## src/design/hssl_macros.svh

```systemverilog
// sizes fixed at build time; register addresses must stay below 256 to fit the 8-bit field
`ifndef HSSL_MACROS_SVH
`define HSSL_MACROS_SVH

// --------------------------------------------------------------------------
// packet and table sizes
// --------------------------------------------------------------------------
`define HSSL_KEY_BITS      32
`define HSSL_PLD_BITS      32
`define HSSL_NUM_RREGS     4
`define HSSL_NUM_MREGS     2
`define HSSL_NUM_CHANNELS  2
`define HSSL_NUM_CREGS     4

// key bits 31:16 of a configuration packet
`define HSSL_CFG_PREFIX    16'hFFFF

// --------------------------------------------------------------------------
// register map, array registers take consecutive addresses
// --------------------------------------------------------------------------
`define HSSL_REG_MP_KEY     8'd0
`define HSSL_REG_MP_FMSK    8'd1
`define HSSL_REG_MP_FSFT    8'd3
`define HSSL_REG_RT_KEY     8'd8
`define HSSL_REG_RT_MASK    8'd12
`define HSSL_REG_RT_ROUTE   8'd16
`define HSSL_REG_DROP_WAIT  8'd20
`define HSSL_REG_REPLY_KEY  8'd21

`endif

```

## src/design/hssl_pkg.sv

```systemverilog
// shared types of the core; opcodes 2 and 3 are reserved and the decoder ignores them
`include "hssl_macros.svh"

package hssl_pkg;

  // --------------------------------------------------------------------------
  // packet fields
  // --------------------------------------------------------------------------
  typedef logic [`HSSL_KEY_BITS - 1:0] key_t;
  typedef logic [`HSSL_PLD_BITS - 1:0] pld_t;

  // output channel number
  typedef logic [$clog2(`HSSL_NUM_CHANNELS) - 1:0] route_t;

  // mapper field shift, 0 to 31
  typedef logic [4:0] fsft_t;

  // packet counters wrap at 2^32
  typedef logic [31:0] ctr_t;

  // --------------------------------------------------------------------------
  // configuration packet opcode, key bits 15:14
  // --------------------------------------------------------------------------
  typedef enum logic [1:0] {
    CFG_WRITE    = 2'd0,
    CFG_READ_CTR = 2'd1,
    CFG_RSVD2    = 2'd2,
    CFG_RSVD3    = 2'd3
  } cfg_op_e;

  // counter slots, also the index in a counter read
  typedef enum logic [1:0] {
    CTR_PER_OUT = 2'd0,
    CTR_CFG     = 2'd1,
    CTR_DROP    = 2'd2,
    CTR_ROUTED  = 2'd3
  } ctr_idx_e;

endpackage

```

## src/design/evt_mapper.sv

```systemverilog
// one-entry stage; events taken while the link handshake is incomplete are lost, not queued
`include "hssl_macros.svh"

module evt_mapper
  import hssl_pkg::*;
(
  input  logic  pl_clk0_buf_int,
  input  logic  rst_n,
  input  logic  hs_complete,

  // incoming sensor event
  input  pld_t  evt_data,
  input  logic  evt_vld,
  output logic  evt_rdy,

  // mapper registers
  input  key_t  mp_key,
  input  pld_t  mp_fmsk [`HSSL_NUM_MREGS],
  input  fsft_t mp_fsft [`HSSL_NUM_MREGS],

  // routing key to the router
  output key_t  map_key,
  output logic  map_vld,
  input  logic  map_rdy
);

  key_t key_nxt;
  logic load;

  // key = mapper key | each masked field moved down
  always_comb
  begin
    key_nxt = mp_key;
    for (int i = 0; i < `HSSL_NUM_MREGS; i++)
    begin
      key_nxt = key_nxt | key_t'((evt_data & mp_fmsk[i]) >> mp_fsft[i]);
    end
  end

  // always ready without handshake, events are swallowed then
  assign evt_rdy = !hs_complete || !map_vld || map_rdy;
  assign load    = evt_vld && evt_rdy && hs_complete;

  always_ff @(posedge pl_clk0_buf_int or negedge rst_n)
  begin
    if (!rst_n)
      map_vld <= 1'b0;
    else if (load)
      map_vld <= 1'b1;
    else if (map_rdy)
      map_vld <= 1'b0;
  end

  // key register only changes on a load
  always_ff @(posedge pl_clk0_buf_int)
  begin
    if (load)
      map_key <= key_nxt;
  end

  // a stalled key must not move or vanish before the router takes it
  a_key_hold: assert property (
    @(posedge pl_clk0_buf_int) disable iff (!rst_n)
    map_vld && !map_rdy |=> map_vld && $stable(map_key)
  );

endmodule

```

## src/design/pkt_router.sv

```systemverilog
// first matching table entry wins; drop_wait of 0 disables the back-pressure timeout
`include "hssl_macros.svh"

module pkt_router
  import hssl_pkg::*;
(
  input  logic   pl_clk0_buf_int,
  input  logic   rst_n,

  // mapped key from the mapper stage
  input  key_t   map_key,
  input  logic   map_vld,
  output logic   map_rdy,

  // routing table and timeout
  input  key_t   rt_tab_key   [`HSSL_NUM_RREGS],
  input  key_t   rt_tab_mask  [`HSSL_NUM_RREGS],
  input  route_t rt_tab_route [`HSSL_NUM_RREGS],
  input  ctr_t   drop_wait,

  // one stream per output channel
  output key_t   rt_key [`HSSL_NUM_CHANNELS],
  output logic   rt_vld [`HSSL_NUM_CHANNELS],
  input  logic   rt_rdy [`HSSL_NUM_CHANNELS],

  // counter pulses
  output logic   drop_pulse,
  output logic   routed_pulse
);

  logic   hit;
  route_t hit_rte;
  logic   out_vld;
  route_t out_ch;
  key_t   out_key;
  ctr_t   wait_ctr;
  logic   take;
  logic   stall;
  logic   timeout;
  logic   accept;

  // --------------------------------------------------------------------------
  // table lookup
  // --------------------------------------------------------------------------
  // scan from the top so the lowest entry ends up winning
  // entry key is compared unmasked, reset table of ones never hits
  always_comb
  begin
    hit     = 1'b0;
    hit_rte = '0;
    for (int i = `HSSL_NUM_RREGS - 1; i >= 0; i--)
    begin
      if ((map_key & rt_tab_mask[i]) == rt_tab_key[i])
      begin
        hit     = 1'b1;
        hit_rte = rt_tab_route[i];
      end
    end
  end

  // --------------------------------------------------------------------------
  // output stage and timeout
  // --------------------------------------------------------------------------
  assign take    = out_vld && rt_rdy[out_ch];
  assign stall   = out_vld && !rt_rdy[out_ch];
  assign timeout = stall && (drop_wait != '0) && (wait_ctr == drop_wait);

  // free when empty or emptied this cycle
  // a timed-out slot frees one cycle later, so a miss never shares its drop pulse
  assign map_rdy = !out_vld || take;
  assign accept  = map_vld && map_rdy;

  always_ff @(posedge pl_clk0_buf_int or negedge rst_n)
  begin
    if (!rst_n)
    begin
      out_vld      <= 1'b0;
      out_ch       <= '0;
      wait_ctr     <= '0;
      drop_pulse   <= 1'b0;
      routed_pulse <= 1'b0;
    end
    else
    begin
      // miss and timeout both count as drops
      drop_pulse   <= (accept && !hit) || timeout;
      routed_pulse <= take;

      if (accept)
      begin
        out_vld <= hit;
        out_ch  <= hit_rte;
      end
      else if (take || timeout)
        out_vld <= 1'b0;

      // count stalled cycles of the held packet
      if (stall && !timeout)
        wait_ctr <= wait_ctr + 1'b1;
      else
        wait_ctr <= '0;
    end
  end

  always_ff @(posedge pl_clk0_buf_int)
  begin
    if (accept && hit)
      out_key <= map_key;
  end

  // steer the held packet to its channel
  always_comb
  begin
    for (int c = 0; c < `HSSL_NUM_CHANNELS; c++)
    begin
      rt_key[c] = out_key;
      rt_vld[c] = out_vld && (out_ch == route_t'(c));
    end
  end

  // a stalled packet keeps its channel and key until taken or timed out
  a_stall_hold: assert property (
    @(posedge pl_clk0_buf_int) disable iff (!rst_n)
    stall && !timeout |=> out_vld && $stable(out_ch) && $stable(out_key)
  );

endmodule

```

## src/design/ch0_arbiter.sv

```systemverilog
// combinational merge for channel 0; a grant is held while tx0_rdy is low
module ch0_arbiter
  import hssl_pkg::*;
(
  input  logic pl_clk0_buf_int,
  input  logic rst_n,

  // routed packets, never carry a payload
  input  key_t rt_key,
  input  logic rt_vld,
  output logic rt_rdy,

  // counter read replies
  input  key_t rep_key,
  input  pld_t rep_pld,
  input  logic rep_vld,
  output logic rep_rdy,

  // channel 0 output
  output key_t tx0_key,
  output pld_t tx0_pld,
  output logic tx0_has_pld,
  output logic tx0_vld,
  input  logic tx0_rdy
);

  logic last_rep;
  logic lock;
  logic lock_rep;
  logic gnt_rep;

  // locked source first, then the one not served last
  always_comb
  begin
    if (lock)
      gnt_rep = lock_rep;
    else if (rt_vld && rep_vld)
      gnt_rep = !last_rep;
    else
      gnt_rep = rep_vld;
  end

  assign tx0_vld     = gnt_rep ? rep_vld : rt_vld;
  assign tx0_key     = gnt_rep ? rep_key : rt_key;
  assign tx0_pld     = gnt_rep ? rep_pld : '0;
  assign tx0_has_pld = gnt_rep;

  assign rt_rdy  = !gnt_rep && tx0_rdy;
  assign rep_rdy = gnt_rep && tx0_rdy;

  always_ff @(posedge pl_clk0_buf_int or negedge rst_n)
  begin
    if (!rst_n)
    begin
      last_rep <= 1'b0;
      lock     <= 1'b0;
      lock_rep <= 1'b0;
    end
    else
    begin
      // lock clears if the router drops its packet
      lock     <= tx0_vld && !tx0_rdy;
      lock_rep <= gnt_rep;
      if (tx0_vld && tx0_rdy)
        last_rep <= gnt_rep;
    end
  end

  // a stalled output keeps its source and key unless the router dropped it
  a_grant_hold: assert property (
    @(posedge pl_clk0_buf_int) disable iff (!rst_n)
    tx0_vld && !tx0_rdy |=> !tx0_vld || ($stable(tx0_has_pld) && $stable(tx0_key))
  );

endmodule

```

## src/design/pkt_receiver.sv

```systemverilog
// one reply in flight; reserved opcodes are counted as configuration packets and otherwise ignored
`include "hssl_macros.svh"

module pkt_receiver
  import hssl_pkg::*;
(
  input  logic       pl_clk0_buf_int,
  input  logic       rst_n,

  // packets from the link
  input  key_t       rx_key,
  input  pld_t       rx_pld,
  input  logic       rx_vld,
  output logic       rx_rdy,

  // register bank write port
  output logic       wr_en,
  output logic [7:0] wr_addr,
  output pld_t       wr_data,

  // counter values for replies
  input  key_t       reply_key,
  input  ctr_t       ctr [`HSSL_NUM_CREGS],

  // reply stream to channel 0
  output key_t       rep_key,
  output pld_t       rep_pld,
  output logic       rep_vld,
  input  logic       rep_rdy,

  // counter pulses
  output logic       cfg_pulse,
  output logic       per_pulse
);

  logic     accept;
  logic     is_cfg;
  cfg_op_e  op;
  ctr_idx_e idx;
  logic     do_write;
  logic     do_read;

  // --------------------------------------------------------------------------
  // decode
  // --------------------------------------------------------------------------
  assign is_cfg = (rx_key[31:16] == `HSSL_CFG_PREFIX);
  assign op     = cfg_op_e'(rx_key[15:14]);
  assign idx    = ctr_idx_e'(rx_key[1:0]);

  // stall the link only behind an untaken reply
  assign rx_rdy   = !rep_vld;
  assign accept   = rx_vld && rx_rdy;
  assign do_write = accept && is_cfg && (op == CFG_WRITE);
  assign do_read  = accept && is_cfg && (op == CFG_READ_CTR);

  // --------------------------------------------------------------------------
  // strobes and reply state
  // --------------------------------------------------------------------------
  always_ff @(posedge pl_clk0_buf_int or negedge rst_n)
  begin
    if (!rst_n)
    begin
      wr_en     <= 1'b0;
      rep_vld   <= 1'b0;
      cfg_pulse <= 1'b0;
      per_pulse <= 1'b0;
    end
    else
    begin
      wr_en     <= do_write;
      cfg_pulse <= accept && is_cfg;
      per_pulse <= accept && !is_cfg;

      // do_read implies no reply is pending
      if (do_read)
        rep_vld <= 1'b1;
      else if (rep_rdy)
        rep_vld <= 1'b0;
    end
  end

  // payload registers
  always_ff @(posedge pl_clk0_buf_int)
  begin
    if (do_write)
    begin
      wr_addr <= rx_key[7:0];
      wr_data <= rx_pld;
    end
    if (do_read)
    begin
      // counter index goes in the low key bits
      rep_key <= {reply_key[`HSSL_KEY_BITS - 1:2], idx};
      rep_pld <= pld_t'(ctr[idx]);
    end
  end

endmodule

```

## src/design/cfg_reg_bank.sv

```systemverilog
// written only by configuration packets; unknown addresses are ignored and counters wrap
`include "hssl_macros.svh"

module cfg_reg_bank
  import hssl_pkg::*;
(
  input  logic       pl_clk0_buf_int,
  input  logic       rst_n,

  // write port from the receiver
  input  logic       wr_en,
  input  logic [7:0] wr_addr,
  input  pld_t       wr_data,

  // counter pulses
  input  logic       per_pulse,
  input  logic       cfg_pulse,
  input  logic       drop_pulse,
  input  logic       routed_pulse,

  // mapper registers
  output key_t       mp_key,
  output pld_t       mp_fmsk [`HSSL_NUM_MREGS],
  output fsft_t      mp_fsft [`HSSL_NUM_MREGS],

  // routing table
  output key_t       rt_tab_key   [`HSSL_NUM_RREGS],
  output key_t       rt_tab_mask  [`HSSL_NUM_RREGS],
  output route_t     rt_tab_route [`HSSL_NUM_RREGS],

  output ctr_t       drop_wait,
  output key_t       reply_key,
  output ctr_t       ctr [`HSSL_NUM_CREGS]
);

  logic [`HSSL_NUM_CREGS - 1:0] inc;

  // pulse per counter slot
  always_comb
  begin
    inc              = '0;
    inc[CTR_PER_OUT] = per_pulse;
    inc[CTR_CFG]     = cfg_pulse;
    inc[CTR_DROP]    = drop_pulse;
    inc[CTR_ROUTED]  = routed_pulse;
  end

  always_ff @(posedge pl_clk0_buf_int or negedge rst_n)
  begin
    if (!rst_n)
    begin
      mp_key    <= '0;
      drop_wait <= '0;
      reply_key <= '0;
      for (int i = 0; i < `HSSL_NUM_MREGS; i++)
      begin
        mp_fmsk[i] <= '0;
        mp_fsft[i] <= '0;
      end
      // all-ones keys with zero masks match nothing
      for (int i = 0; i < `HSSL_NUM_RREGS; i++)
      begin
        rt_tab_key[i]   <= '1;
        rt_tab_mask[i]  <= '0;
        rt_tab_route[i] <= '0;
      end
      for (int i = 0; i < `HSSL_NUM_CREGS; i++)
        ctr[i] <= '0;
    end
    else
    begin
      // ----------------------------------------------------------------------
      // register writes
      // ----------------------------------------------------------------------
      if (wr_en)
      begin
        if (wr_addr == `HSSL_REG_MP_KEY)
          mp_key <= key_t'(wr_data);
        if (wr_addr == `HSSL_REG_DROP_WAIT)
          drop_wait <= ctr_t'(wr_data);
        if (wr_addr == `HSSL_REG_REPLY_KEY)
          reply_key <= key_t'(wr_data);
        for (int i = 0; i < `HSSL_NUM_MREGS; i++)
        begin
          if (wr_addr == `HSSL_REG_MP_FMSK + 8'(i))
            mp_fmsk[i] <= wr_data;
          if (wr_addr == `HSSL_REG_MP_FSFT + 8'(i))
            mp_fsft[i] <= fsft_t'(wr_data);
        end
        for (int i = 0; i < `HSSL_NUM_RREGS; i++)
        begin
          if (wr_addr == `HSSL_REG_RT_KEY + 8'(i))
            rt_tab_key[i] <= key_t'(wr_data);
          if (wr_addr == `HSSL_REG_RT_MASK + 8'(i))
            rt_tab_mask[i] <= key_t'(wr_data);
          if (wr_addr == `HSSL_REG_RT_ROUTE + 8'(i))
            rt_tab_route[i] <= route_t'(wr_data);
        end
      end

      // counters step the cycle after their pulse
      for (int i = 0; i < `HSSL_NUM_CREGS; i++)
        ctr[i] <= ctr[i] + ctr_t'(inc[i]);
    end
  end

endmodule

```

## src/design/dvs_hssl_core.sv

```systemverilog
// packet path only; the link transceiver and framing sit outside and supply hs_complete
`include "hssl_macros.svh"

module dvs_hssl_core
  import hssl_pkg::*;
(
  input  logic pl_clk0_buf_int,
  input  logic rst_n,
  input  logic hs_complete,

  // sensor events
  input  pld_t evt_data,
  input  logic evt_vld,
  output logic evt_rdy,

  // packets from the link
  input  key_t rx_key,
  input  pld_t rx_pld,
  input  logic rx_vld,
  output logic rx_rdy,

  // channel 0, routed and reply packets
  output key_t tx0_key,
  output pld_t tx0_pld,
  output logic tx0_has_pld,
  output logic tx0_vld,
  input  logic tx0_rdy,

  // channel 1, routed packets only
  output key_t tx1_key,
  output logic tx1_vld,
  input  logic tx1_rdy
);

  // --------------------------------------------------------------------------
  // internal signals
  // --------------------------------------------------------------------------
  key_t       mp_key_int;
  pld_t       mp_fmsk_int [`HSSL_NUM_MREGS];
  fsft_t      mp_fsft_int [`HSSL_NUM_MREGS];
  key_t       rt_tab_key_int   [`HSSL_NUM_RREGS];
  key_t       rt_tab_mask_int  [`HSSL_NUM_RREGS];
  route_t     rt_tab_route_int [`HSSL_NUM_RREGS];
  ctr_t       drop_wait_int;
  key_t       reply_key_int;
  ctr_t       ctr_int [`HSSL_NUM_CREGS];

  key_t       map_key_int;
  logic       map_vld_int;
  logic       map_rdy_int;

  key_t       rt_key_int [`HSSL_NUM_CHANNELS];
  logic       rt_vld_int [`HSSL_NUM_CHANNELS];
  logic       rt_rdy_int [`HSSL_NUM_CHANNELS];

  key_t       rep_key_int;
  pld_t       rep_pld_int;
  logic       rep_vld_int;
  logic       rep_rdy_int;

  logic       wr_en_int;
  logic [7:0] wr_addr_int;
  pld_t       wr_data_int;
  logic       drop_pulse_int;
  logic       routed_pulse_int;
  logic       cfg_pulse_int;
  logic       per_pulse_int;

  // channel 1 needs no arbitration
  assign tx1_key       = rt_key_int[1];
  assign tx1_vld       = rt_vld_int[1];
  assign rt_rdy_int[1] = tx1_rdy;

  // --------------------------------------------------------------------------
  // stream path: mapper, router, channel 0 merge
  // --------------------------------------------------------------------------
  evt_mapper evt_mapper_i (
      .pl_clk0_buf_int (pl_clk0_buf_int)
    , .rst_n           (rst_n)
    , .hs_complete     (hs_complete)
    , .evt_data        (evt_data)
    , .evt_vld         (evt_vld)
    , .evt_rdy         (evt_rdy)
    , .mp_key          (mp_key_int)
    , .mp_fmsk         (mp_fmsk_int)
    , .mp_fsft         (mp_fsft_int)
    , .map_key         (map_key_int)
    , .map_vld         (map_vld_int)
    , .map_rdy         (map_rdy_int)
    );

  pkt_router pkt_router_i (
      .pl_clk0_buf_int (pl_clk0_buf_int)
    , .rst_n           (rst_n)
    , .map_key         (map_key_int)
    , .map_vld         (map_vld_int)
    , .map_rdy         (map_rdy_int)
    , .rt_tab_key      (rt_tab_key_int)
    , .rt_tab_mask     (rt_tab_mask_int)
    , .rt_tab_route    (rt_tab_route_int)
    , .drop_wait       (drop_wait_int)
    , .rt_key          (rt_key_int)
    , .rt_vld          (rt_vld_int)
    , .rt_rdy          (rt_rdy_int)
    , .drop_pulse      (drop_pulse_int)
    , .routed_pulse    (routed_pulse_int)
    );

  ch0_arbiter ch0_arbiter_i (
      .pl_clk0_buf_int (pl_clk0_buf_int)
    , .rst_n           (rst_n)
    , .rt_key          (rt_key_int[0])
    , .rt_vld          (rt_vld_int[0])
    , .rt_rdy          (rt_rdy_int[0])
    , .rep_key         (rep_key_int)
    , .rep_pld         (rep_pld_int)
    , .rep_vld         (rep_vld_int)
    , .rep_rdy         (rep_rdy_int)
    , .tx0_key         (tx0_key)
    , .tx0_pld         (tx0_pld)
    , .tx0_has_pld     (tx0_has_pld)
    , .tx0_vld         (tx0_vld)
    , .tx0_rdy         (tx0_rdy)
    );

  // --------------------------------------------------------------------------
  // link receive side and registers
  // --------------------------------------------------------------------------
  pkt_receiver pkt_receiver_i (
      .pl_clk0_buf_int (pl_clk0_buf_int)
    , .rst_n           (rst_n)
    , .rx_key          (rx_key)
    , .rx_pld          (rx_pld)
    , .rx_vld          (rx_vld)
    , .rx_rdy          (rx_rdy)
    , .wr_en           (wr_en_int)
    , .wr_addr         (wr_addr_int)
    , .wr_data         (wr_data_int)
    , .reply_key       (reply_key_int)
    , .ctr             (ctr_int)
    , .rep_key         (rep_key_int)
    , .rep_pld         (rep_pld_int)
    , .rep_vld         (rep_vld_int)
    , .rep_rdy         (rep_rdy_int)
    , .cfg_pulse       (cfg_pulse_int)
    , .per_pulse       (per_pulse_int)
    );

  cfg_reg_bank cfg_reg_bank_i (
      .pl_clk0_buf_int (pl_clk0_buf_int)
    , .rst_n           (rst_n)
    , .wr_en           (wr_en_int)
    , .wr_addr         (wr_addr_int)
    , .wr_data         (wr_data_int)
    , .per_pulse       (per_pulse_int)
    , .cfg_pulse       (cfg_pulse_int)
    , .drop_pulse      (drop_pulse_int)
    , .routed_pulse    (routed_pulse_int)
    , .mp_key          (mp_key_int)
    , .mp_fmsk         (mp_fmsk_int)
    , .mp_fsft         (mp_fsft_int)
    , .rt_tab_key      (rt_tab_key_int)
    , .rt_tab_mask     (rt_tab_mask_int)
    , .rt_tab_route    (rt_tab_route_int)
    , .drop_wait       (drop_wait_int)
    , .reply_key       (reply_key_int)
    , .ctr             (ctr_int)
    );

endmodule

```

## config.mk

```make
export PLATFORM = sky130hd
export DESIGN_NAME = dvs_hssl_core
export DESIGN_NICKNAME = d
export VERILOG_FILES = /design/src/design/hssl_pkg.sv /design/src/design/evt_mapper.sv /design/src/design/pkt_router.sv /design/src/design/ch0_arbiter.sv /design/src/design/pkt_receiver.sv /design/src/design/cfg_reg_bank.sv /design/src/design/dvs_hssl_core.sv
export VERILOG_INCLUDE_DIRS = /design/src /design/src/design
export SDC_FILE = /design/constraint.sdc
export NUM_CORES = 1
export LEC_CHECK = 0
export BUFFER_PORTS_ARGS = -buffer_cell sky130_fd_sc_hd__buf_2
export CORE_MARGIN = 2
export CORE_UTILIZATION = 29
export CTS_CLUSTER_DIAMETER = 50
export CTS_CLUSTER_SIZE = 8
export DETAILED_ROUTE_END_ITERATION = 7
export SETUP_SLACK_MARGIN = 0.4
export SLEW_MARGIN = 30
export SYNTH_ARGS = -nofsm -noshare
export SYNTH_HDL_FRONTEND = slang
export SYNTH_SLANG_ARGS = --single-unit
```

## constraint.sdc

```tcl
create_clock -name pl_clk0_buf_int -period 7 [get_ports pl_clk0_buf_int]
set_input_delay 0 -clock pl_clk0_buf_int [delete_from_list [all_inputs] [get_ports pl_clk0_buf_int]]
set_output_delay 0 -clock pl_clk0_buf_int [all_outputs]
set_load 0.01 [all_outputs]
```

==> results of run 1 <==
[repair_timing]
item / 4_1_cts / 5_1_grt
hold buffers: 65 / 0
hold endpoints to repair: 289 / 0
gates resized for setup: 0 / 0
[Yosys cell counts (6+ instances only)]
cell	number
and3_1	99
inv_1	26
mux2i_1	81
nand3_1	142
or3_1	15
dfstp_2	128
a21boi_0	33
o22a_1	36
o21a_1	10
o221ai_1	7
ha_1	9
buf_2	33
nor2b_1	7
nor3_1	20
buf_1	29
nand2_1	148
xor2_1	92
o211ai_1	10
nor2_1	99
and3b_1	35
dfrtp_1	472
a211oi_1	38
xnor2_1	89
mux2_2	472
edfxtp_1	168
o21ai_0	58
nor4_1	23
a21oi_1	84
a21o_1	34
and2_1	39
buf_6	6
clkbuf_1	69
nand2b_1	6
nand4_1	42
mux4_2	63
nand3b_1	9
[state kept, by name, summed over array words and instances, names as in the netlist, 4 cells and up]
| name | flops |
|---|---|
| evt_mapper_i.map_key | 32 |
| cfg_reg_bank_i.reply_key | 30 |
| pkt_receiver_i.rep_key | 32 |
| pkt_router_i.out_key | 32 |
| cfg_reg_bank_i.mp_fsft | 10 |
| cfg_reg_bank_i.drop_wait | 32 |
| cfg_reg_bank_i.rt_tab_key | 128 |
| pkt_receiver_i.wr_addr | 8 |
| cfg_reg_bank_i.ctr | 128 |
| pkt_receiver_i.wr_data | 32 |
| cfg_reg_bank_i.mp_fmsk | 64 |
| cfg_reg_bank_i.rt_tab_route | 4 |
| pkt_receiver_i.rep_pld | 32 |
| pkt_router_i.wait_ctr | 32 |
| cfg_reg_bank_i.mp_key | 32 |
| cfg_reg_bank_i.rt_tab_mask | 128 |
[cells by family after synthesis]
logic type | after synthesis
AOI/OAI and AO/OA | 340
xor gates and xnor gates | 181
DFF | 768
muxes | 618
and+or+nand+nor | 709
adders and majority gates | 9
buffers and inverters | 168
[power groups by stage]
stage          combinational, mW  sequential, mW  clock, mW
2_1_floorplan              0.284            4.81          0
6_report                   0.608            4.77       5.18
3_5_place_dp               0.595            4.85          0
4_1_cts                    0.629            4.77       5.29
5_1_grt                    0.677            4.78       5.49
3_3_place_gp               0.591            4.85          0
[layer usage]
| metal | vias to the layer above | part of all wire |
|---|---|---|
| li1 | 10900 | - |
| met1 | 12400 | 0.45 |
| met2 | 666 | 0.47 |
| met3 | 177 | 0.061 |
| met4 | 30 | 0.026 |
| met5 | - | 0.0020 |
[how the worst max path moves through the flow]
| stage | endpoint | slack [ns] | cells after the start |
|---|---|---|---|
| 2_1_floorplan | pkt_receiver_i.rep_vld | 0.97 | 4 |
| 3_5_place_dp | pkt_router_i.out_key[13] | 2.74 | 7 |
| 5_1_grt | pkt_router_i.out_key[29] | 2.78 | 7 |
| 4_1_cts | pkt_router_i.out_key[9] | 2.72 | 7 |
| 3_3_place_gp | pkt_router_i.out_key[13] | 2.77 | 7 |
| 6_report | pkt_router_i.out_key[13] | 2.79 | 7 |
[cell usage in the layout (no fill, tap or decap), drive strengths merged, types with 4 or more instances in the layout]
| cell type | netlist | routed |
|---|---|---|
| a211oi | 39 | 39 |
| a21boi | 33 | 33 |
| a21o | 34 | 34 |
| a21oi | 84 | 84 |
| a221o | 5 | 5 |
| a221oi | 5 | 5 |
| and2 | 39 | 39 |
| and3 | 103 | 103 |
| and3b | 35 | 35 |
| and4 | 5 | 5 |
| buf | 72 | 243 |
| clkbuf | 69 | 182 |
| clkinv | 0 | 9 |
| dfrtp | 472 | 472 |
| dfstp | 128 | 128 |
| dlygate4sd3 | 0 | 64 |
| edfxtp | 168 | 168 |
| ha | 9 | 9 |
| inv | 27 | 31 |
| mux2 | 472 | 472 |
| mux2i | 81 | 81 |
| mux4 | 65 | 65 |
| nand2 | 148 | 148 |
| nand2b | 6 | 6 |
| nand3 | 142 | 142 |
| nand3b | 9 | 9 |
| nand4 | 45 | 45 |
| nor2 | 100 | 100 |
| nor2b | 7 | 7 |
| nor3 | 22 | 22 |
| nor3b | 4 | 4 |
| nor4 | 24 | 24 |
| o211ai | 10 | 10 |
| o21a | 10 | 10 |
| o21ai | 63 | 63 |
| o221ai | 7 | 7 |
| o22a | 36 | 36 |
| or3 | 16 | 16 |
| xnor2 | 89 | 89 |
| xor2 | 92 | 92 |
[per-stage QoR]
stage / instance area [um2] / std cells / power (mW) / setup slack, ns / util
6_report: 43300 / 4798 / 10.6 / 2.79 / 0.349
4_1_cts: 43300 / 4795 / 10.7 / 2.72 / 0.349
5_1_grt: 43300 / 4797 / 10.9 / 2.78 / 0.349
2_1_floorplan: 36300 / 2793 / 5.09 / 0.971 / -
3_5_place_dp: 39200 / 4530 / 5.44 / 2.74 / 0.316
3_3_place_gp: 39100 / 4525 / 5.44 / 2.77 / 0.316
[area by class of cell]
type                            count  area, um2
Antenna cell                        2       5.00
Timing Repair Buffer              307       2070
Tap cell                         1637       2050
Clock buffer                      182       3160
Multi-Input combinational cell   1857      15400
Inverter                           27        101
Clock inverter                     18        254
Sequential cell                   768      20200
Fill cell                       12100      80700
==> impl_metrics.toml, run 1 <==
[status]
status = "finished, final reports clean"

[global_route]
grt_pass1_wl_um = 157000
grt.total_usage = 0.163
grtUsageMet2 = 0.263
antenna_found_initial = 29
grt-ovfl-total = 0
met3_usage = 0.0326
busiest_layer = "met2"
gr-usage-met1 = 0.221
first_global_vias = 24300
grt_max_degree = 146

[cells_and_area]
area_growth_pct = 19.2
drive_above_1_share = 0.339
fin_nets = 3186

[routing]
vias_per_cell = 5.04
postRouteAntennaNets = 0
wire_per_inst_um = 21.9
dr.pass1.iters = 5
routed_wl_um = 105000
drc = 0
drtIter0Drc = 1770
vias = 24200

[setup_path]
arrival_ns = 4.52
startpoint = "evt_mapper_i.map_key[22]"
rr_endpoint = "pkt_router_i.out_key[13]"
worst_path_max_delay_cell = "nor4_1"
worstPathRequired_ns = 7.30
critPathMaxFanout = 32
reg2reg_slack_ns = 2.79
path_buf_inv = 1
worstRegToRegCells = 7
start_kind = "register"
cpMostUsedCell = "nor4_1"
rr_startpoint = "evt_mapper_i.map_key[22]"
end_kind = "register"
critical-path-max-stage-delay_ns = 0.93
setup.worst_path.class = "reg2reg"
cp_top_family = "simple AND/OR/NAND/NOR gates"
worstPathCellList = "a21boi_0 > a211oi_1 > nand4_1 > nor4_1 > nor4_1 > nor2_4 > buf_4"

[min_path]
hold_path.class = "in2reg"
min-delay-start = "rx_pld[29]"
hold_depth = 2
whs_endpoint = "pkt_receiver_i.wr_data[29]"

[yosys]
syn_inst = 2793
ys_types = 67
synth_largest_area_cell = "dfrtp_1"
synth_top_area_share = 0.325
ys_top_cells_by_area = "dfrtp_1, mux2_2, edfxtp_1, dfstp_2, mux4_2"
synth.area.mux_share = 0.209
synth-adder-area-share = 0.00310
syn-num-nets = 2905
synth_top_family_by_area = "multiplexers"
syn_area_um2 = 36300
synth_warnings = 0
synth_edf_count = 168
synth-simple-area-share = 0.105
synth_compound_area_frac = 0.0627
synthArstFlopShare = 0.781
synth.yosys.seq_area_share = 0.556
ys.flop_type = "dfrtp_1"
ys_ff_latch = 768
avgSynthCellArea_um2 = 13.0
synth-xor-area-share = 0.0436

[power]
leakage_nw = 19.3
irDropWorstVdd_mv = 0.188
p_int_mw = 8.06
seq_power_share = 0.452
power.switching_mw = 2.50
switching_share = 0.237
p_per_area_nw_per_um2 = 244
clkPwrFrac = 0.490
combPwrFrac = 0.058

[clock_tree]
cts-root-buf = "clkbuf_16"
clk_path_buf_depth = 3
cts.reportedPaths.clkPinSlew_ns = 0.05
numCtsBuffers = 113
clock_latency_ns = 0.70
post_cts.repair.setup_buffers = 0
tritoncts = "built"
htree_levels = 3
tritoncts_num_sinks = 768

[sta]
drv_slew = 0
hold_viol = 0
finalSetupViolCount = 0
achievable-frequency_mhz = 237
fin_skew_ns = 0.0385
hold_ws_ns = 0.0408
finalCritPeriodShare = 0.602
period_minus_slack_ns = 4.21
worstMarginPinSlew_ns = 1.00
rsz0062_at_grt = "no"
slew_headroom = 0.327
tns_ns = 0

[floorplanning]
num_rows = 129
die_w_um = 358
die_h_um = 358
die_area_um2 = 128000
ios = 204
start_util = 0.293
core_um2 = 124000

[placed_design]
port_buffers = 197
place_congestion = 0.894
dp_hpwl_um = 71500

[job]
cap_viol_max_count = 0
Note: power is estimated with default switching activity, not from simulation.
==> run 2, diff against run 1 <==
==> constraint.sdc (replaced) <==
create_clock -name pl_clk0_buf_int -period 3.45 [get_ports pl_clk0_buf_int]
set_input_delay 0 -clock pl_clk0_buf_int [delete_from_list [all_inputs] [get_ports pl_clk0_buf_int]]
set_output_delay 0 -clock pl_clk0_buf_int [all_outputs]
set_load 0.01 [all_outputs]
==> run 2 against run 1 <==
Net effect: the flow now finishes with violations (hold timing); sequential power rose by 100%; non-clock buffer count rose by 50; register-to-register slack got worse by 2.2 ns; critical path depth rose by 1; first-iteration DRC count fell by 7.2%; cell count rose by 1.2%; combinational power rose by 120%; worst setup slack got worse by 2.2 ns.
==> impl_metrics.toml, run 2 (same netlist as run 1, synthesis figures left out) <==
[setup_path]
reg2reg_slack_ns = 0.56
worstRegToRegCells = 8
setup.worst_path.class = "reg2reg"
start_kind = "register"
rr_endpoint = "pkt_router_i.out_key[10]"
worstPathRequired_ns = 3.84
arrival_ns = 3.28
rr_startpoint = "evt_mapper_i.map_key[18]"
end_kind = "register"
path_buf_inv = 2
critPathMaxFanout = 22
worstPathCellList = "nand3_1 > a211oi_1 > nand4_1 > nor4_2 > buf_4 > nor4_1 > nor2_4 > buf_12"
critical-path-max-stage-delay_ns = 0.72
path_depth = 8
cp_top_family = "simple AND/OR/NAND/NOR gates"
cp-endpoint = "pkt_router_i.out_key[10]"
startpoint = "evt_mapper_i.map_key[18]"
worst_path_max_delay_cell = "edfxtp_1"

[routing]
vias_per_cell = 4.99
drtIter0Drc = 1642
drc = 0
wire_per_inst_um = 22.0
postRouteAntennaNets = 0
routed_wl_um = 107000
vias = 24300
dr.pass1.iters = 5

[global_route]
grt-ovfl-total = 0
grt.total_usage = 0.166
grt_max_degree = 97
antenna_found_initial = 34
grt_pass1_wl_um = 158000
first_global_vias = 24100

[sta]
fin_ws_ns = 0.564
fin_skew_ns = 0.0457
tns_ns = 0
period_minus_slack_ns = 2.89
hold_ws_ns = -0.00428
finalCritPeriodShare = 0.837
finalSetupViolCount = 0
drv_slew = 0
slew_headroom = 0.299
worstMarginPinSlew_ns = 1.05
hold_viol = 2
rsz0062_at_grt = "no"
achievable-frequency_mhz = 347

[min_path]
hold_path.class = "in2reg"

[clock_tree]
htree_levels = 3
clk_path_buf_depth = 3
numCtsBuffers = 113
cts.reportedPaths.clkPinSlew_ns = 0.05
cts-root-buf = "clkbuf_16"
tritoncts_num_sinks = 768
clock_latency_ns = 0.70
tritoncts = "built"

[cells_and_area]
fin_nets = 3236
area_growth_pct = 20.5
final_cell_mix = "mux2_2, dfrtp_1, buf_2, edfxtp_1, nand2_1"
fill_cells = 12200
drive_above_1_share = 0.345
final_common_cell = "mux2_2"
top_regs = "cfg_reg_bank_i.ctr: 128 flops, cfg_reg_bank_i.rt_tab_key: 128 flops, cfg_reg_bank_i.rt_tab_mask: 128 flops"

[floorplanning]
die_h_um = 358
die_w_um = 358
start_util = 0.293
core_um2 = 124000
ios = 204
die_area_um2 = 128000
num_rows = 129

[placed_design]
port_buffers = 197
dp_worst_setup_slack_ns = 0.352
dp_hpwl_um = 73300
place_congestion = 0.917

[power]
irDropWorstVdd_mv = 0.354
finalPower_mw = 21.5
p_per_area_nw_per_um2 = 490
leakage_nw = 19.5

[status]
status = "finished with violations"
violations = "hold timing"

[job]
cap_viol_max_count = 0
-- run 2: cell types whose count changed in the layout (fill, tap and decap cells not counted), moves of 2 or more --
| cell | before | now |
|---|---|---|
| buf_6 | 5 | 2 |
| buf_8 | 4 | 6 |
| buf_2 | 196 | 194 |
| diode_2 | 2 | 4 |
| nand2_4 | 2 | 0 |
| clkbuf_1 | 63 | 72 |
| clkbuf_8 | 5 | 2 |
| buf_4 | 35 | 70 |
| clkinv_16 | 3 | 1 |
| buf_12 | 2 | 9 |
| dlygate4sd3_1 | 64 | 75 |
| clkinv_8 | 0 | 2 |
-- run 2: through the flow --
step	hold slack, ns	instances	instance area [um2]	util
after global placement	0.125	4556	39400	0.318
after detailed placement	0.143	4558	39500	0.318
after CTS	0.00127	4844	43600	0.352
after global routing	0.0202	4853	43800	0.353
after floorplan	-0.296	2793	36400	-
final	-0.00428	4856	43800	0.353
-- run 2: worst min-delay path by stage --
stage | to | slack [ns] | from | cells past startpoint
3_3_place_gp | cfg_reg_bank_i.ctr[3] | 0.12 | rst_n | 1
6_report | pkt_receiver_i.wr_addr[1] | -0.004 | rx_key[1] | 2
2_1_floorplan | cfg_reg_bank_i.ctr[0] | -0.30 | rst_n | 0
4_1_cts | pkt_router_i.wait_ctr[22] | 0.001 | rst_n | 2
5_1_grt | pkt_receiver_i.wr_addr[1] | 0.02 | rx_key[1] | 2
3_5_place_dp | pkt_router_i.wait_ctr[13] | 0.14 | rst_n | 1
-- run 2: timing repair --
action / 4_1_cts / 5_1_grt
resized for setup: 2 / 3
hold buffers: 73 / 2
endpoints found under the hold margin: 241 / 24
setup buffers: 7 / 2
gates cloned: 0 / 0
setup endpoints to repair: 55 / 63
-- run 2: layer usage --
metal / GRT usage / up-vias / share of wire
met5: 0 / - / 0.0016
met2: 0.264 / 668 / 0.46
li1: - / 11000 / -
met3: 0.0366 / 193 / 0.064
met1: 0.222 / 12400 / 0.44
met4: 0.0573 / 28 / 0.028
-- run 2: cell type report --
| cell class | count | area (um2) | area share |
|---|---|---|---|
| repair buffers | 357 | 2570 | 0.0587 |
| diodes | 4 | 10.0 | 0.000229 |
| clock buffers | 187 | 3130 | 0.0714 |
| flip-flops and latches | 768 | 20200 | 0.462 |
| clock inverters | 19 | 248 | 0.00566 |
| multi-input cells | 1857 | 15500 | 0.353 |
| inverters | 27 | 101 | 0.00232 |
| well taps | 1637 | 2050 | 0.0468 |
-- run 2: report_power, final --
| part | switching, mW | leakage (nW) | internal, mW |
|---|---|---|---|
| clock | 4.20 | 1.61 | 6.29 |
| combinational | 0.750 | 8.41 | 0.559 |
| sequential | 0.206 | 9.46 | 9.46 |
| total | 5.15 | 19.5 | 16.3 |
==> run 3, diff against run 2 <==
==> constraint.sdc (replaced) <==
create_clock -name pl_clk0_buf_int -period 2.7 [get_ports pl_clk0_buf_int]
set_input_delay 0 -clock pl_clk0_buf_int [delete_from_list [all_inputs] [get_ports pl_clk0_buf_int]]
set_output_delay 0 -clock pl_clk0_buf_int [all_outputs]
set_load 0.01 [all_outputs]
==> run 3 against run 2 <==
Net effect: via count rose by 5.3%; largest cell class unchanged; cell count rose by 3.5%; sequential share of layout area down 3.7 points; highest routed layer unchanged; total power rose by 36%; first-iteration DRC count grew 33%; clock power grew 33%; the run now ends clean; flip-flop and latch count unchanged; global-route usage up 0.70 points.
==> impl_metrics.toml, run 3 (same netlist as run 1, synthesis figures left out) <==
[status]
status = "finished, final reports clean"

[clock_tree]
cts.reportedPaths.clkPinSlew_ns = 0.05
numCtsBuffers = 116
tritoncts_num_sinks = 768
clock_latency_ns = 0.73
cts-root-buf = "clkbuf_16"
tritoncts = "built"
htree_levels = 3
clk_path_buf_depth = 3

[setup_path]
end_kind = "register"
arrival_ns = 3.05
worstPathCellList = "and3b_1 > a211oi_4 > buf_4 > nand4_1 > buf_6 > nor4_4 > nor4_4 > nor2_4 > buf_4 > buf_12"
setup.worst_path.class = "reg2reg"
critPathMaxFanout = 8
worst_path_max_delay_cell = "dfstp_2"
worstRegToRegCells = 10
worstPathRequired_ns = 3.12
start_kind = "register"
reg2reg_slack_ns = 0.07
rr_endpoint = "pkt_router_i.out_key[20]"
critical-path-max-stage-delay_ns = 0.53
rr_startpoint = "cfg_reg_bank_i.rt_tab_key[22]"

[cells_and_area]
final_cell_mix = "dfrtp_1, mux2_2, edfxtp_1, buf_4, nand2_1"
area_growth_pct = 30.9
multi_input_area_um2 = 16500
register_area_um2 = 20200
fin_nets = 3405
top_regs = "cfg_reg_bank_i.ctr: 128 flops, cfg_reg_bank_i.rt_tab_key: 128 flops, cfg_reg_bank_i.rt_tab_mask: 128 flops"
fill_cells = 11700
fin_area_um2 = 47500
post-route-util = 0.384
final_common_cell = "dfrtp_1"
drive_above_1_share = 0.426

[global_route]
grt.total_usage = 0.173
grt-ovfl-total = 0
first_global_vias = 25100
grt_max_degree = 111
antenna_found_initial = 28
grt_pass1_wl_um = 165000

[min_path]
hold_path.class = "in2reg"
whs_endpoint = "pkt_receiver_i.wr_data[4]"
hold_depth = 2
min-delay-start = "rx_pld[4]"

[routing]
dr.pass1.iters = 5
routed_wl_um = 115000
vias_per_cell = 5.08
drc = 0
drtIter0Drc = 2183
wire_per_inst_um = 23.0
postRouteAntennaNets = 0
vias = 25500

[floorplanning]
start_util = 0.293
die_area_um2 = 128000
core_um2 = 124000
die_h_um = 358
num_rows = 129
ios = 204
die_w_um = 358

[placed_design]
dpl_cell_area_um2 = 40100
dp_hpwl_um = 74700
port_buffers = 197
place_congestion = 0.914
dp_worst_setup_slack_ns = -0.184

[power]
clkPwrFrac = 0.480
p_int_mw = 22.2
irDropWorstVdd_mv = 0.532
leakage_nw = 21.1
power.switching_mw = 7.07
combPwrFrac = 0.098
p_per_area_nw_per_um2 = 615
switching_share = 0.242
seq_power_share = 0.423
finalPower_mw = 29.2

[sta]
drv_slew = 0
hold_ws_ns = 0.0288
hold_viol = 0
fin_ws_ns = 0.0662
achievable-frequency_mhz = 380
fin_skew_ns = 0.0565
worstMarginPinSlew_ns = 1.02
rsz0062_at_grt = "yes"
period_minus_slack_ns = 2.63
slew_headroom = 0.317
finalCritPeriodShare = 0.975
finalSetupViolCount = 0

[job]
cap_viol_max_count = 0
run 3: cell count changes in the layout (fill, tap and decap cells not counted), moves of 16 or more:
cell and delta:
buf_6 +85, buf_4 +81, buf_2 -62, o21ai_0 -38
mux2_2 -36, mux2_4 +36, and2_1 -33, and2_4 +32
buf_12 +31, mux2i_1 -22, mux2i_2 +20, o21ai_2 +19
nand3_1 -18, a211oi_1 -16
run 3: power by group through the flow:
stage / sequential (mW) / clock, mW / combinational (mW)
floorplan: 12.5 / 0 / 0.752
global placement: 12.5 / 0 / 1.64
detailed placement: 12.6 / 0 / 1.65
CTS: 12.3 / 14.3 / 2.22
global route: 12.4 / 14.8 / 3.06
finish: 12.4 / 14.0 / 2.86
run 3: worst max path at each step:
stage,from,to,slack (ns),cells after the start
5_1_grt,cfg_reg_bank_i.rt_tab_key[0],pkt_router_i.out_key[21],0.03,10
6_report,cfg_reg_bank_i.rt_tab_key[22],pkt_router_i.out_key[20],0.07,10
4_1_cts,cfg_reg_bank_i.rt_tab_key[22],pkt_router_i.out_key[25],0.11,10
3_5_place_dp,cfg_reg_bank_i.rt_tab_key[22],pkt_router_i.out_key[14],-0.18,9
2_1_floorplan,rx_key[30],pkt_receiver_i.rep_key[0],-0.03,4
3_3_place_gp,cfg_reg_bank_i.rt_tab_key[22],pkt_router_i.out_key[11],-0.16,9
run 3: final cells by class:
cell class | count | share of cell area
timing repair buffer | 523 | 0.107
clock inverter | 23 | 0.00818
clock buffer | 187 | 0.0675
inverter | 27 | 0.00213
sequential | 768 | 0.425
multi-input combinational | 1857 | 0.346
antenna | 5 | 0.000263
tap | 1637 | 0.0431
run 3: repair_timing:
| action | 4_1_cts | 5_1_grt |
|---|---|---|
| endpoints found under the hold margin | 681 | 1 |
| setup endpoints to repair | 154 | 248 |
| setup buffers | 52 | 41 |
| hold buffers | 84 | 3 |
| gates resized for setup | 153 | 248 |
| pin swaps | 20 | 75 |
| cloned | 10 | 15 |
run 3: critical path: cells and delay by family, from the launching register on:
kind | cells | cell delay (ns)
flip-flops | 1 | 0.53
AND/OR/NAND/NOR | 5 | 0.91
AO/OA/AOI/OAI | 1 | 0.26
buffers and inverters | 4 | 0.61
run 3: layer usage:
metal  part of all wire  global-route usage  vias up
li1                   -                   -    11400
met2               0.46               0.272      786
met4              0.032              0.0596       26
met1               0.44               0.240    13100
met5             0.0014                   0        -
met3              0.067              0.0301      226
run 3: metrics by stage:
stage | TNS (ns) | std cells
floorplan | -1.60 | 2793
CTS | 0 | 4963
global route | 0 | 5024
finish | 0 | 5027
global placement | -4.70 | 4605
detailed placement | -5.38 | 4607
